File: src/design/board_pkg.sv
// Board package: datapath widths, seven-segment constants,
// activity strobe naming and LED stretch length
package board_pkg;

  // Datapath widths
  localparam int SAMPLE_W    = 15;              // Audio sample
  localparam int MIX_W       = SAMPLE_W + 2;    // 3*a + b headroom
  localparam int TRACK_W     = 8;               // Floppy track number
  localparam int STATUS_W    = 4;               // System status
  localparam int SEG_W       = 7;               // One digit, gfedcba
  localparam int LEDG_W      = 8;               // Green LEDs
  localparam int LEDR_W      = 10;              // Red LEDs
  localparam int ACT_N       = 4;               // Activity strobes
  localparam int STRETCH_LEN = 8;               // Cycles an activity LED stays lit

  // Active-low digit patterns
  localparam logic [SEG_W-1:0] SEG_BLANK = 7'h7f;   // All segments off
  localparam logic [SEG_W-1:0] SEG_HEX [16] = '{
    7'h40, 7'h79, 7'h24, 7'h30,                     // 0 1 2 3
    7'h19, 7'h12, 7'h02, 7'h78,                     // 4 5 6 7
    7'h00, 7'h10, 7'h08, 7'h03,                     // 8 9 A b
    7'h46, 7'h21, 7'h06, 7'h0e                      // C d E F
  };

  // One signed audio sample
  typedef logic signed [SAMPLE_W-1:0] sample_t;

  // Activity strobes, value is the green LED index
  typedef enum logic [1:0] {
    ACT_FLOPPY_WR = 2'd0,                           // Floppy FIFO write
    ACT_FLOPPY_RD = 2'd1,                           // Floppy FIFO read
    ACT_HD_WR     = 2'd2,                           // HD FIFO write
    ACT_HD_RD     = 2'd3                            // HD FIFO read
  } act_e;

endpackage

File: src/design/csr_pkg.sv
// Register map package: bus widths, register addresses,
// CTRL field positions, response codes, identity word
package csr_pkg;

  // AXI4-Lite widths
  localparam int ADDR_W = 4;
  localparam int DATA_W = 32;

  // Register addresses
  typedef enum logic [ADDR_W-1:0] {
    REG_CTRL   = 4'h0,                    // Control, RW
    REG_STATUS = 4'h4,                    // System status, RO
    REG_ID     = 4'h8                     // Identity, RO
  } reg_addr_e;

  // CTRL field positions
  localparam int CTRL_UART_CTRL = 0;      // UART to control processor
  localparam int CTRL_EXCHAN    = 1;      // Swap left / right
  localparam int CTRL_MIX       = 2;      // Centred mix
  localparam int CTRL_SCAN15K   = 3;      // Scandoubler disable
  localparam int CTRL_CACHE_EN  = 4;      // CPU cache enable
  localparam int CTRL_W         = 5;

  // Response codes
  typedef enum logic [1:0] {
    RESP_OKAY   = 2'b00,
    RESP_SLVERR = 2'b10
  } resp_e;

  // Identity word, "MMG1"
  localparam logic [DATA_W-1:0] BOARD_ID = 32'h4d4d_4731;

endpackage

File: src/design/board_cfg_if.sv
// Configuration interface: CTRL fields out of the register block,
// system status into it and into the indicators
interface board_cfg_if;

  logic                           uart_ctrl;   // UART owned by control processor
  logic                           exchan;      // Swap audio channels
  logic                           mix;         // Centred audio mix
  logic                           scan15k;     // Scandoubler disable
  logic                           cache_en;    // CPU cache enable
  logic [board_pkg::STATUS_W-1:0] sys_status;  // Driven at the top

  // Register block owns the fields
  modport csr (
    output uart_ctrl, exchan, mix, scan15k, cache_en,
    input  sys_status
  );

  // Sample path needs only the audio options
  modport audio (
    input exchan, mix
  );

  // Indicators show everything
  modport disp (
    input uart_ctrl, exchan, mix, scan15k, cache_en, sys_status
  );

endinterface

File: src/design/audio_mix.sv
// Audio sample path
// Channel exchange and centred mix in one registered stage
module audio_mix (
  input  logic               clk,
  input  logic               i_reset,
  board_cfg_if.audio         cfg,
  input  logic               i_sample_valid,
  input  board_pkg::sample_t i_left,
  input  board_pkg::sample_t i_right,
  output logic               o_sample_valid,
  output board_pkg::sample_t o_left,
  output board_pkg::sample_t o_right
);

  board_pkg::sample_t                 a;          // Left after exchange
  board_pkg::sample_t                 b;          // Right after exchange
  logic signed [board_pkg::MIX_W-1:0] wide_a;
  logic signed [board_pkg::MIX_W-1:0] wide_b;
  logic signed [board_pkg::MIX_W-1:0] sum_l;      // 3a + b
  logic signed [board_pkg::MIX_W-1:0] sum_r;      // 3b + a
  logic signed [board_pkg::MIX_W-1:0] shr_l;
  logic signed [board_pkg::MIX_W-1:0] shr_r;
  board_pkg::sample_t                 left_d;
  board_pkg::sample_t                 right_d;
  logic                               valid_q;
  board_pkg::sample_t                 left_q;
  board_pkg::sample_t                 right_q;

  always_comb begin
    a      = cfg.exchan ? i_right : i_left;      // Swap first
    b      = cfg.exchan ? i_left  : i_right;
    wide_a = a;                                  // Sign-extended
    wide_b = b;
    sum_l  = (wide_a <<< 1) + wide_a + wide_b;
    sum_r  = (wide_b <<< 1) + wide_b + wide_a;
    shr_l  = sum_l >>> 2;                        // Back to unity gain
    shr_r  = sum_r >>> 2;
    left_d  = cfg.mix ? shr_l[board_pkg::SAMPLE_W-1:0] : a;
    right_d = cfg.mix ? shr_r[board_pkg::SAMPLE_W-1:0] : b;
  end

  always_ff @(posedge clk) begin
    if (i_reset) begin
      valid_q <= 1'b0;
    end else begin
      valid_q <= i_sample_valid;                 // No back-pressure
    end
  end

  always_ff @(posedge clk) begin
    if (i_sample_valid) begin
      left_q  <= left_d;
      right_q <= right_d;
    end
  end

  assign o_sample_valid = valid_q;
  assign o_left         = left_q;
  assign o_right        = right_q;

  // Fixed one-cycle latency
  a_latency : assert property (@(posedge clk) disable iff (i_reset)
    !$past(i_reset) |-> o_sample_valid == $past(i_sample_valid));

endmodule

File: src/design/board_csr.sv
// AXI4-Lite register block
// CTRL register, STATUS and ID readback, write and read responses
module board_csr (
  input  logic                         i_clk,
  input  logic                         i_reset,
  // Write address
  input  logic [csr_pkg::ADDR_W-1:0]   i_awaddr,
  input  logic                         i_awvalid,
  output logic                         o_awready,
  // Write data
  input  logic [csr_pkg::DATA_W-1:0]   i_wdata,
  input  logic [csr_pkg::DATA_W/8-1:0] i_wstrb,
  input  logic                         i_wvalid,
  output logic                         o_wready,
  // Write response
  output logic [1:0]                   o_bresp,
  output logic                         o_bvalid,
  input  logic                         i_bready,
  // Read address
  input  logic [csr_pkg::ADDR_W-1:0]   i_araddr,
  input  logic                         i_arvalid,
  output logic                         o_arready,
  // Read data
  output logic [csr_pkg::DATA_W-1:0]   o_rdata,
  output logic [1:0]                   o_rresp,
  output logic                         o_rvalid,
  input  logic                         i_rready,
  // Configuration
  board_cfg_if.csr                     cfg
);

  logic [csr_pkg::CTRL_W-1:0] ctrl_q;     // Control register
  logic                       awready_q;  // One-cycle accept pulse, AW and W
  logic                       bvalid_q;
  csr_pkg::resp_e             bresp_q;
  logic                       rvalid_q;
  csr_pkg::resp_e             rresp_q;
  logic [csr_pkg::DATA_W-1:0] rdata_q;
  logic                       wr_hs;      // Write handshake this cycle
  logic                       rd_hs;      // Read handshake this cycle
  logic                       ctrl_we;
  csr_pkg::resp_e             wr_resp;
  logic [csr_pkg::DATA_W-1:0] rd_data;
  csr_pkg::resp_e             rd_resp;

  //////////////////////////////
  // Write channel
  //////////////////////////////

  assign wr_hs = awready_q & i_awvalid & i_wvalid;

  always_comb begin
    ctrl_we = 1'b0;
    wr_resp = csr_pkg::RESP_SLVERR;                 // RO and holes
    case (csr_pkg::reg_addr_e'(i_awaddr))
      csr_pkg::REG_CTRL: begin
        ctrl_we = i_wstrb[0];                       // Lane 0 holds all fields
        wr_resp = csr_pkg::RESP_OKAY;
      end
      default: begin
        ctrl_we = 1'b0;
      end
    endcase
  end

  //////////////////////////////
  // Read channel
  //////////////////////////////

  assign rd_hs = i_arvalid & ~rvalid_q;

  always_comb begin
    rd_data = '0;
    rd_resp = csr_pkg::RESP_OKAY;
    case (csr_pkg::reg_addr_e'(i_araddr))
      csr_pkg::REG_CTRL:   rd_data[csr_pkg::CTRL_W-1:0] = ctrl_q;
      csr_pkg::REG_STATUS: rd_data[board_pkg::STATUS_W-1:0] = cfg.sys_status;  // Live
      csr_pkg::REG_ID:     rd_data = csr_pkg::BOARD_ID;
      default:             rd_resp = csr_pkg::RESP_SLVERR;
    endcase
  end

  //////////////////////////////
  // Registers
  //////////////////////////////

  always_ff @(posedge i_clk) begin
    if (i_reset) begin
      ctrl_q    <= '0;
      awready_q <= 1'b0;
      bvalid_q  <= 1'b0;
      rvalid_q  <= 1'b0;
    end else begin
      awready_q <= ~awready_q & i_awvalid & i_wvalid & ~bvalid_q;  // Stall on pending B
      if (wr_hs && ctrl_we) begin
        ctrl_q <= i_wdata[csr_pkg::CTRL_W-1:0];
      end
      if (wr_hs) begin
        bvalid_q <= 1'b1;
      end else if (i_bready) begin
        bvalid_q <= 1'b0;
      end
      if (rd_hs) begin
        rvalid_q <= 1'b1;
      end else if (i_rready) begin
        rvalid_q <= 1'b0;
      end
    end
  end

  // Response payload
  always_ff @(posedge i_clk) begin
    if (wr_hs) begin
      bresp_q <= wr_resp;
    end
    if (rd_hs) begin
      rdata_q <= rd_data;
      rresp_q <= rd_resp;
    end
  end

  assign o_awready = awready_q;
  assign o_wready  = awready_q;                     // AW and W accepted together
  assign o_bvalid  = bvalid_q;
  assign o_bresp   = bresp_q;
  assign o_arready = ~rvalid_q;                     // Stall on pending R
  assign o_rvalid  = rvalid_q;
  assign o_rdata   = rdata_q;
  assign o_rresp   = rresp_q;

  // Field fan-out
  assign cfg.uart_ctrl = ctrl_q[csr_pkg::CTRL_UART_CTRL];
  assign cfg.exchan    = ctrl_q[csr_pkg::CTRL_EXCHAN];
  assign cfg.mix       = ctrl_q[csr_pkg::CTRL_MIX];
  assign cfg.scan15k   = ctrl_q[csr_pkg::CTRL_SCAN15K];
  assign cfg.cache_en  = ctrl_q[csr_pkg::CTRL_CACHE_EN];

  // Responses hold until taken
  a_bvalid_hold : assert property (@(posedge i_clk) disable iff (i_reset)
    bvalid_q && !i_bready |=> bvalid_q && $stable(bresp_q));
  a_rvalid_hold : assert property (@(posedge i_clk) disable iff (i_reset)
    rvalid_q && !i_rready |=> rvalid_q && $stable(rdata_q) && $stable(rresp_q));

endmodule

File: src/design/board_glue_top.sv
// Board glue top level
// AXI4-Lite register port, UART routing, audio and indicator instances
module board_glue_top (
  input  logic                         clk,
  input  logic                         i_reset,
  // AXI4-Lite
  input  logic [csr_pkg::ADDR_W-1:0]   i_awaddr,
  input  logic                         i_awvalid,
  output logic                         o_awready,
  input  logic [csr_pkg::DATA_W-1:0]   i_wdata,
  input  logic [csr_pkg::DATA_W/8-1:0] i_wstrb,
  input  logic                         i_wvalid,
  output logic                         o_wready,
  output logic [1:0]                   o_bresp,
  output logic                         o_bvalid,
  input  logic                         i_bready,
  input  logic [csr_pkg::ADDR_W-1:0]   i_araddr,
  input  logic                         i_arvalid,
  output logic                         o_arready,
  output logic [csr_pkg::DATA_W-1:0]   o_rdata,
  output logic [1:0]                   o_rresp,
  output logic                         o_rvalid,
  input  logic                         i_rready,
  // Status sources
  input  logic [board_pkg::STATUS_W-1:0] i_sys_status,
  input  logic [board_pkg::TRACK_W-1:0]  i_track,
  input  logic [board_pkg::ACT_N-1:0]    i_act,
  // Audio
  input  logic                         i_sample_valid,
  input  board_pkg::sample_t           i_left,
  input  board_pkg::sample_t           i_right,
  output logic                         o_sample_valid,
  output board_pkg::sample_t           o_left,
  output board_pkg::sample_t           o_right,
  // UART
  input  logic                         i_ctrl_txd,   // Control processor TX
  output logic                         o_ctrl_rxd,
  input  logic                         i_core_txd,   // Core TX
  output logic                         o_core_rxd,
  input  logic                         i_uart_rxd,   // Board pin
  output logic                         o_uart_txd,
  // Core options
  output logic                         o_scan15k,
  output logic                         o_cache_en,
  // Indicators
  output logic [board_pkg::SEG_W-1:0]  o_hex0,
  output logic [board_pkg::SEG_W-1:0]  o_hex1,
  output logic [board_pkg::SEG_W-1:0]  o_hex2,
  output logic [board_pkg::SEG_W-1:0]  o_hex3,
  output logic [board_pkg::LEDG_W-1:0] o_ledg,
  output logic [board_pkg::LEDR_W-1:0] o_ledr
);

  board_cfg_if cfg ();

  assign cfg.sys_status = i_sys_status;

  //////////////////////////////
  // UART routing
  //////////////////////////////

  assign o_uart_txd = cfg.uart_ctrl ? i_ctrl_txd : i_core_txd;
  assign o_ctrl_rxd = cfg.uart_ctrl ? i_uart_rxd : 1'b1;   // Idle high when not owner
  assign o_core_rxd = cfg.uart_ctrl ? 1'b1       : i_uart_rxd;

  assign o_scan15k  = cfg.scan15k;
  assign o_cache_en = cfg.cache_en;

  //////////////////////////////
  // Instances
  //////////////////////////////

  board_csr u_csr (
    .i_clk     (clk),
    .i_reset   (i_reset),
    .i_awaddr  (i_awaddr),
    .i_awvalid (i_awvalid),
    .o_awready (o_awready),
    .i_wdata   (i_wdata),
    .i_wstrb   (i_wstrb),
    .i_wvalid  (i_wvalid),
    .o_wready  (o_wready),
    .o_bresp   (o_bresp),
    .o_bvalid  (o_bvalid),
    .i_bready  (i_bready),
    .i_araddr  (i_araddr),
    .i_arvalid (i_arvalid),
    .o_arready (o_arready),
    .o_rdata   (o_rdata),
    .o_rresp   (o_rresp),
    .o_rvalid  (o_rvalid),
    .i_rready  (i_rready),
    .cfg       (cfg.csr)
  );

  audio_mix u_audio (
    .clk            (clk),
    .i_reset        (i_reset),
    .cfg            (cfg.audio),
    .i_sample_valid (i_sample_valid),
    .i_left         (i_left),
    .i_right        (i_right),
    .o_sample_valid (o_sample_valid),
    .o_left         (o_left),
    .o_right        (o_right)
  );

  status_display #(
    .STRETCH (board_pkg::STRETCH_LEN)
  ) u_disp (
    .clk     (clk),
    .i_reset (i_reset),
    .cfg     (cfg.disp),
    .i_track (i_track),
    .i_act   (i_act),
    .o_hex0  (o_hex0),
    .o_hex1  (o_hex1),
    .o_hex2  (o_hex2),
    .o_hex3  (o_hex3),
    .o_ledg  (o_ledg),
    .o_ledr  (o_ledr)
  );

endmodule

File: src/design/status_display.sv
// Status indicators
// Seven-segment track and status digits, stretched activity LEDs,
// configuration mirror on the red LEDs
module status_display #(
  parameter int STRETCH = board_pkg::STRETCH_LEN
) (
  input  logic                            clk,
  input  logic                            i_reset,
  board_cfg_if.disp                       cfg,
  input  logic [board_pkg::TRACK_W-1:0]   i_track,
  input  logic [board_pkg::ACT_N-1:0]     i_act,      // Indexed by act_e
  output logic [board_pkg::SEG_W-1:0]     o_hex0,
  output logic [board_pkg::SEG_W-1:0]     o_hex1,
  output logic [board_pkg::SEG_W-1:0]     o_hex2,
  output logic [board_pkg::SEG_W-1:0]     o_hex3,
  output logic [board_pkg::LEDG_W-1:0]    o_ledg,
  output logic [board_pkg::LEDR_W-1:0]    o_ledr
);

  typedef logic [$clog2(STRETCH+1)-1:0] cnt_t;

  logic [board_pkg::SEG_W-1:0] hex0_q;
  logic [board_pkg::SEG_W-1:0] hex1_q;
  logic [board_pkg::SEG_W-1:0] hex2_q;
  cnt_t                        cnt_q [board_pkg::ACT_N];   // Stretch counters

  //////////////////////////////
  // Digits
  //////////////////////////////

  always_ff @(posedge clk) begin
    if (i_reset) begin
      hex0_q <= board_pkg::SEG_BLANK;
      hex1_q <= board_pkg::SEG_BLANK;
      hex2_q <= board_pkg::SEG_BLANK;
    end else begin
      hex0_q <= board_pkg::SEG_HEX[i_track[3:0]];                     // Low nibble
      hex1_q <= board_pkg::SEG_HEX[i_track[board_pkg::TRACK_W-1:4]];  // High nibble
      hex2_q <= board_pkg::SEG_HEX[cfg.sys_status];
    end
  end

  assign o_hex0 = hex0_q;
  assign o_hex1 = hex1_q;
  assign o_hex2 = hex2_q;
  assign o_hex3 = board_pkg::SEG_BLANK;             // Unused digit

  //////////////////////////////
  // Activity LEDs
  //////////////////////////////

  always_ff @(posedge clk) begin
    if (i_reset) begin
      for (int i = 0; i < board_pkg::ACT_N; i++) begin
        cnt_q[i] <= '0;
      end
    end else begin
      for (int i = 0; i < board_pkg::ACT_N; i++) begin
        if (i_act[i]) begin
          cnt_q[i] <= cnt_t'(STRETCH);              // Reload on every strobe
        end else if (cnt_q[i] != '0) begin
          cnt_q[i] <= cnt_q[i] - 1'b1;
        end
      end
    end
  end

  always_comb begin
    o_ledg = '0;                                    // Upper LEDs dark
    o_ledg[board_pkg::ACT_FLOPPY_WR] = (cnt_q[board_pkg::ACT_FLOPPY_WR] != '0);
    o_ledg[board_pkg::ACT_FLOPPY_RD] = (cnt_q[board_pkg::ACT_FLOPPY_RD] != '0);
    o_ledg[board_pkg::ACT_HD_WR]     = (cnt_q[board_pkg::ACT_HD_WR] != '0);
    o_ledg[board_pkg::ACT_HD_RD]     = (cnt_q[board_pkg::ACT_HD_RD] != '0);
  end

  // Red LEDs follow CTRL bit order
  assign o_ledr = {
    {(board_pkg::LEDR_W - 5){1'b0}},
    cfg.cache_en,
    cfg.scan15k,
    cfg.mix,
    cfg.exchan,
    cfg.uart_ctrl
  };

  // Lit LED always backed by a running counter
  for (genvar g = 0; g < board_pkg::ACT_N; g++) begin : g_led_chk
    a_lit_cnt : assert property (@(posedge clk) disable iff (i_reset)
      o_ledg[g] |-> cnt_q[g] != '0);
  end

endmodule

File: config.mk
export PLATFORM = sky130hd
export DESIGN_NAME = board_glue_top
export DESIGN_NICKNAME = d
export VERILOG_FILES = /design/src/design/board_pkg.sv /design/src/design/csr_pkg.sv /design/src/design/board_cfg_if.sv /design/src/design/audio_mix.sv /design/src/design/board_csr.sv /design/src/design/board_glue_top.sv /design/src/design/status_display.sv
export SDC_FILE = /design/constraint.sdc
export NUM_CORES = 1
export LEC_CHECK = 0
export ABC_CLOCK_PERIOD_IN_PS = 4000
export BUFFER_PORTS_ARGS = -buffer_cell sky130_fd_sc_hd__buf_2
export CORE_ASPECT_RATIO = 2
export CORE_UTILIZATION = 35
export DETAILED_ROUTE_END_ITERATION = 10
export GPL_TIMING_DRIVEN = 0
export HOLD_SLACK_MARGIN = 0.03
export PLACE_DENSITY = 0.64
export SKIP_CTS_REPAIR_TIMING = 1
export SLEW_MARGIN = 20
export SYNTH_ARGS = -nofsm -noshare
export SYNTH_HDL_FRONTEND = slang
export SYNTH_SLANG_ARGS = --single-unit
File: constraint.sdc
create_clock -name clk -period 4 [get_ports clk]
set_input_delay 0.4 -clock clk [delete_from_list [all_inputs] [get_ports clk]]
set_output_delay 0.4 -clock clk [all_outputs]
set_load 0.005 [all_outputs]
Word-level counts from Yosys, hierarchy flattened
Memory sizes are Yosys's and may differ from the RTL's. A register that Yosys moved wholly into a read port is not among the register bits.
Index checks and enable logic that the tools add are counted.
{"block": "op_classes", "add_sub_neg": 8, "eq_ne": 2, "n_mux": 55, "bitwise_logic": 20, "reduce_logical": 14}
{"operator": "two-way mux 15 bit", "count": 4}
{"operator": "two-way mux 1 bit", "count": 38}
{"operator": "adder 16 x 15 -> 17 bit", "count": 2}
{"operator": "adder 17 x 15 -> 17 bit", "count": 2}
{"operator": "two-way mux 4 bit", "count": 8}
{"operator": "nonzero test 4 bit", "count": 8}
{"operator": "two-way mux 26 bit", "count": 1}
{"operator": "subtractor 4 x 1 -> 4 bit, second input constant", "count": 4}
{"operator": "NOT 4 -> 5 bit", "count": 3}
{"operator": "one-hot mux 4 bit (3 select lines)", "count": 1}
{"operator": "logical NOT 4 bit", "count": 2}
{"operator": "OR 1 bit", "count": 8}
{"operator": "AND 1 bit", "count": 6}
{"operator": "== test 4 x 3 -> 1 bit, second input constant", "count": 1}
{"operator": "== test 4 bit, second input constant", "count": 1}
{"operator": "two-way mux 2 bit", "count": 2}
{"operator": "nonzero test 2 bit", "count": 2}
{"operator": "NOT 1 bit", "count": 3}
{"operator": "OR reduction 3 bit", "count": 1}
{"operator": "one-hot mux 1 bit (2 select lines)", "count": 1}
{"operator": "logical AND 1 bit", "count": 1}
{"block": "word_totals", "regBits": 75, "mem_bits_rw": 16, "mem_bits_ro": 336, "input_bits": 101, "output_inout_bits": 123, "word_cells": 113, "memories": 4}
{"name": "(no name shown)", "depth": 16, "width": 7, "rd": 1, "rd_ports_with_merged_regs": 1, "wr": 0, "line": "status_display.sv:37", "rtl": "hex0_q <= board_pkg::SEG_HEX[i_track[3:0]];"}
{"name": "(no name shown)", "depth": 16, "width": 7, "rd": 1, "rd_ports_with_merged_regs": 1, "wr": 0, "line": "status_display.sv:39", "rtl": "hex2_q <= board_pkg::SEG_HEX[cfg.sys_status];"}
{"name": "(no name shown)", "depth": 16, "width": 7, "rd": 1, "rd_ports_with_merged_regs": 1, "wr": 0, "line": "status_display.sv:38", "rtl": "hex1_q <= board_pkg::SEG_HEX[i_track[board_pkg::TRACK_W-1:4]];"}
{"name": "u_disp.cnt_q", "depth": 4, "width": 4, "rd": 4, "rd_ports_with_merged_regs": 0, "wr": 4, "line": "status_display.sv:25", "rtl": "cnt_t cnt_q [board_pkg::ACT_N];"}

Longest topological paths before layout
An unclocked memory read counts as a cell.
{"block": "depth", "word_depth": 7, "ltp_mapped": 15, "ltp_nobuf": 12}

By module
A second synthesis with hierarchy kept.
{"block": "hier_totals", "cells_unflattened": 703, "hier_area_um2": 6861.6}
{"module": "audio_mix", "instances": 1, "cells_per_inst": 372, "area_each_um2": 3672.3, "seq_area_each_um2": 920.9}
{"module": "status_display", "instances": 1, "cells_per_inst": 237, "area_each_um2": 2242.2, "seq_area_each_um2": 900.9}
{"module": "board_csr", "instances": 1, "cells_per_inst": 91, "area_each_um2": 919.6, "seq_area_each_um2": 400.4}
{"module": "board_glue_top", "instances": 1, "cells_per_inst": 3, "area_each_um2": 27.5, "seq_area_each_um2": 0.0}

Worst setup path after synthesis
No wires, ideal clock.
{"block": "synth_timing", "path_type": "register to register", "startpoint": "reg u_csr.ctrl_q[1] (netlist name)", "endpoint": "reg u_audio.right_q[11], in the netlist u_audio.o_right[11] (data pin)", "setup_time_ns": 0.255, "arrival_time_ns": 3.865, "slack_ns": -0.120, "stages_incl_launch_ff": 14, "path_cell_list": "dfxtp_1 > clkbuf_1 > clkbuf_1 > buf_2 > mux2_2 > fa_1 > ha_1 > nor2b_1 > o21a_1 > o21a_1 > o31a_1 > o2bb2ai_2 > or4_1 > and3_1"}
{"block": "synth_via", "elab_chain_cells": 4, "elab_cells_between_ends": 5, "classes_between": "add/sub: 2; mux: 3"}
{"element": "start, declared", "line": "board_csr.sv:32", "rtl": "logic [csr_pkg::CTRL_W-1:0] ctrl_q;"}
{"element": "start signal, assigned", "line": "board_csr.sv:96", "rtl": "ctrl_q <= i_wdata[csr_pkg::CTRL_W-1:0];"}
{"element": "two-way mux 15 bit", "line": "audio_mix.sv:31", "rtl": "b = cfg.exchan ? i_left : i_right;"}
{"element": "adder 16 x 15 -> 17 bit", "line": "audio_mix.sv:35", "rtl": "sum_r = (wide_b <<< 1) + wide_b + wide_a;"}
{"element": "adder 17 x 15 -> 17 bit", "line": "audio_mix.sv:35"}
{"element": "two-way mux 15 bit *", "line": "audio_mix.sv:39", "rtl": "right_d = cfg.mix ? shr_r[board_pkg::SAMPLE_W-1:0] : b;"}
{"element": "net u_audio.right_d[11]", "line": "audio_mix.sv:24", "rtl": "board_pkg::sample_t right_d;"}
{"element": "end signal, assigned", "line": "audio_mix.sv:53", "rtl": "right_q <= right_d;"}
{"element": "end, declared", "line": "audio_mix.sv:27", "rtl": "board_pkg::sample_t right_q;"}
Mark *: on every way through the listed nets, which the timed path passes. The rest lies on a longest branch.
A chain may end at the register's enable or synchronous reset.

Worst setup path after layout
Same ends and word-level chain as after synthesis.

==> flow_summary.toml <==
[status]
status = "finished clean"

[power_and_ir_drop]
total_power_w = 0.003065
p_comb_share_pct = 35.4
swShare_pct = 32.23
clkPwrFrac_pct = 28.8
intPower_w = 0.002077
sequentialPowerShare_pct = 35.8
leakage_nw = 3.837
irDropWorstVdd_uv = 187.7
powerDensity_nw_per_um2 = 368.6
p_sw_w = 0.0009877

[clocking]
clk_latency_ns = 0.34
h-tree-depth = 3
clock-sinks = 84
cts-root-buf = "clkbuf_16"
max-clock-path-buffers = 2
path_clk_slew_ns = 0.07
cts_tree = "built"
cts_buffers = 9

[global_route]
groute.usage.overall_pct = 17.97
grt_pass1_wl_um = 26870
grt_max_degree = 32
gr-total-overflow = 0
antenna_found_initial = 0
grt_pass1_vias = 5577

[worst_setup_path]
end_kind = "flip-flop"
crit_path_end = "u_audio.o_right[11]"
r2r-end = "u_audio.o_right[11]"
cp.arrival_ns = 3.99
rr_startpoint = "u_csr.ctrl_q[1]"
worstSetupPathType = "flip-flop to flip-flop"
crit_required_ns = 4.10
rrSetupSlack_ns = 0.11
rr_worst_depth = 12
startpoint = "u_csr.ctrl_q[1]"
worstSetupStartpointType = "flip-flop"
path_max_fanout = 10

[floorplan]
core_um2 = 18740
start_util_pct = 35.55
fp.dieH_um = 197.1
dieArea_um2 = 19630
design.portCount = 224
num_rows = 71
fp.dieW_um = 99.57

[cells_and_area]
antenna_cells = 0
layout_commonest_cell = "buf_2"
layout.cells.most_common_list = "buf_2, nor2_1, buf_4, edfxtp_1, ha_1"
drive_gt1_share_pct = 30.32
area_delta_synth_final_pct = 24.75
fin_nets = 1073
final_cell_count_no_fill = 1152

[placement]
hpwl_um = 14440
numPortBuffers = 158
placedCellCount = 1132
gp_congestion = 0.9238

[flow_run]
drv_cap = 0

[sta]
maxSlewViolCount = 0
worst_pin_slew_ns = 0.7725
slew_headroom_pct = 48.50
fmax_ghz = 0.2570
finalSetupTns_ns = 0
setup_violations = 0
finalHoldViolCount = 0
min_period_over_period_pct = 97.29
fin_crit_ns = 3.891
hold_ws_ns = 0.2648
clock-skew-final_ns = 0.005724

[detailed_routing]
drtAntennaViolNets = 0
drcViolationCount = 0
post_drt_wl_per_cell_um = 15.01
first_iter_violations = 104
detail_route.vias_per_cell = 4.819
dr.pass1.iters = 4
num_vias = 5551
drt_wl_total_um = 17290

[logic_synthesis]
seq_area_frac_synth_pct = 33.35
synthFlopType = "edfxtp_1"
synth.area.top_cells = "edfxtp_1, ha_1, dfxtp_1"
synth.top_cell.area_share_pct = 24.33
ys_types = 53
async_flop_share_pct = 0
yosys.area.top_type = "edfxtp_1"
ys_ff_latch = 84
synth_area_um2 = 6664
syn_area_per_cell_um2 = 9.672
yosysWarnings = 0
synth_edf_count = 54
syn_inst = 689

[worst_hold_path]
min_path_type = "input pin to flip-flop"
[registers in the layout, indices dropped and copies added, names as in the netlist]
signal                  count
u_csr.ctrl_q                5
u_audio.o_right            15
u_csr.o_rdata               6
u_csr.o_rresp               1
u_csr.o_bvalid              1
u_audio.o_left             15
u_disp.o_hex0               7
u_csr.o_awready             1
u_disp.cnt_q               16
u_disp.o_hex2               7
u_disp.o_hex1               7
u_csr.o_rvalid              1
u_audio.o_sample_valid      1
u_csr.o_bresp               1
[how the worst min path moves through the flow]
| stage | start | to | slack (ns) | cells after the start |
|---|---|---|---|---|
| after floorplan | u_csr.o_bvalid | u_csr.o_awready | 0.44 | 1 |
| after detailed placement | u_csr.o_bvalid | u_csr.o_awready | 0.45 | 1 |
| after CTS | i_rready | u_csr.o_rvalid | 0.25 | 2 |
| after global routing | i_rready | u_csr.o_rvalid | 0.26 | 2 |
| final | i_rready | u_csr.o_rvalid | 0.26 | 2 |
| after global placement | u_csr.o_bvalid | u_csr.o_awready | 0.45 | 1 |
[synthesized netlist by cell type (11+ instances only)]
cell      count
nor2_1       75
edfxtp_1     54
buf_4        50
ha_1         50
a21oi_1      48
inv_1        38
nand2_1      35
dfxtp_1      30
fa_1         30
mux2_2       29
o21ai_0      23
clkbuf_1     22
mux2i_1      22
nor3_1       18
nor2b_1      15
a211o_1      14
o21a_1       13
xor2_1       11
[layout make-up]
type / instances / area [um^2]
fill: 1863 / 10430
multi-input combinational: 520 / 3979
sequential: 84 / 2226
timing repair buffer: 163 / 828.3
buffer: 76 / 509.2
tap: 255 / 319.1
clock buffer: 11 / 232.7
inverter: 38 / 142.6
clock inverter: 5 / 76.32
[power groups by stage]
stage | clock, W | sequential [W] | combinational [W]
4_1_cts | 0.000912 | 0.00110 | 0.00108
3_3_place_gp | 0 | 0.00112 | 0.00106
6_report | 0.000881 | 0.00110 | 0.00108
2_1_floorplan | 0 | 0.00111 | 0.000765
3_5_place_dp | 0 | 0.00112 | 0.00107
5_1_grt | 0.000941 | 0.00111 | 0.00123
[metal layers]
metal / wire [um] / share of wire [%] / track usage, % / up-vias
li1: - / - / - / 2759
met1: 5687 / 33 / 15.71 / 2615
met2: 10440 / 60 / 37.09 / 138
met3: 424 / 2.5 / 2.123 / 39
met4: 742 / 4.3 / 11.06 / 0
met5: 0 / 0 / 0 / -
[logic make-up (layout without fill, tap and decap cells)]
kind of cell,count (synthesis),after routing,synth area share [%]
compound gates,147,147,14.33
xor+xnor,21,21,2.760
fa+ha+maj,80,80,18.40
buf+inv,115,293,9.313
flops,84,84,33.35
mux,52,52,8.543
other cells,2,32,0.1127
simple gates,188,188,13.20
[metrics by stage]
step	utilization [%]	setup slack, ns	area, um^2
6_report	44.35	0.1085	8313
3_3_place_gp	42.08	-0.9149	7888
3_5_place_dp	42.08	-0.9187	7888
4_1_cts	43.73	-0.9278	8197
5_1_grt	44.35	-0.004379	8313
2_1_floorplan	-	0.02600	6778
[critical path: stages, from the launching register on]
cell and delay, ns:
dfxtp_4 0.42, buf_12 0.16, buf_12 0.16, mux2_4 0.35, fa_1 0.47, ha_1 0.36, nor2b_1 0.15, o21a_1 0.18
o21a_1 0.19, o31a_1 0.38, o2bb2ai_2 0.17, or4_1 0.46, and3_1 0.18
Power figures use the tool's default switching activity.
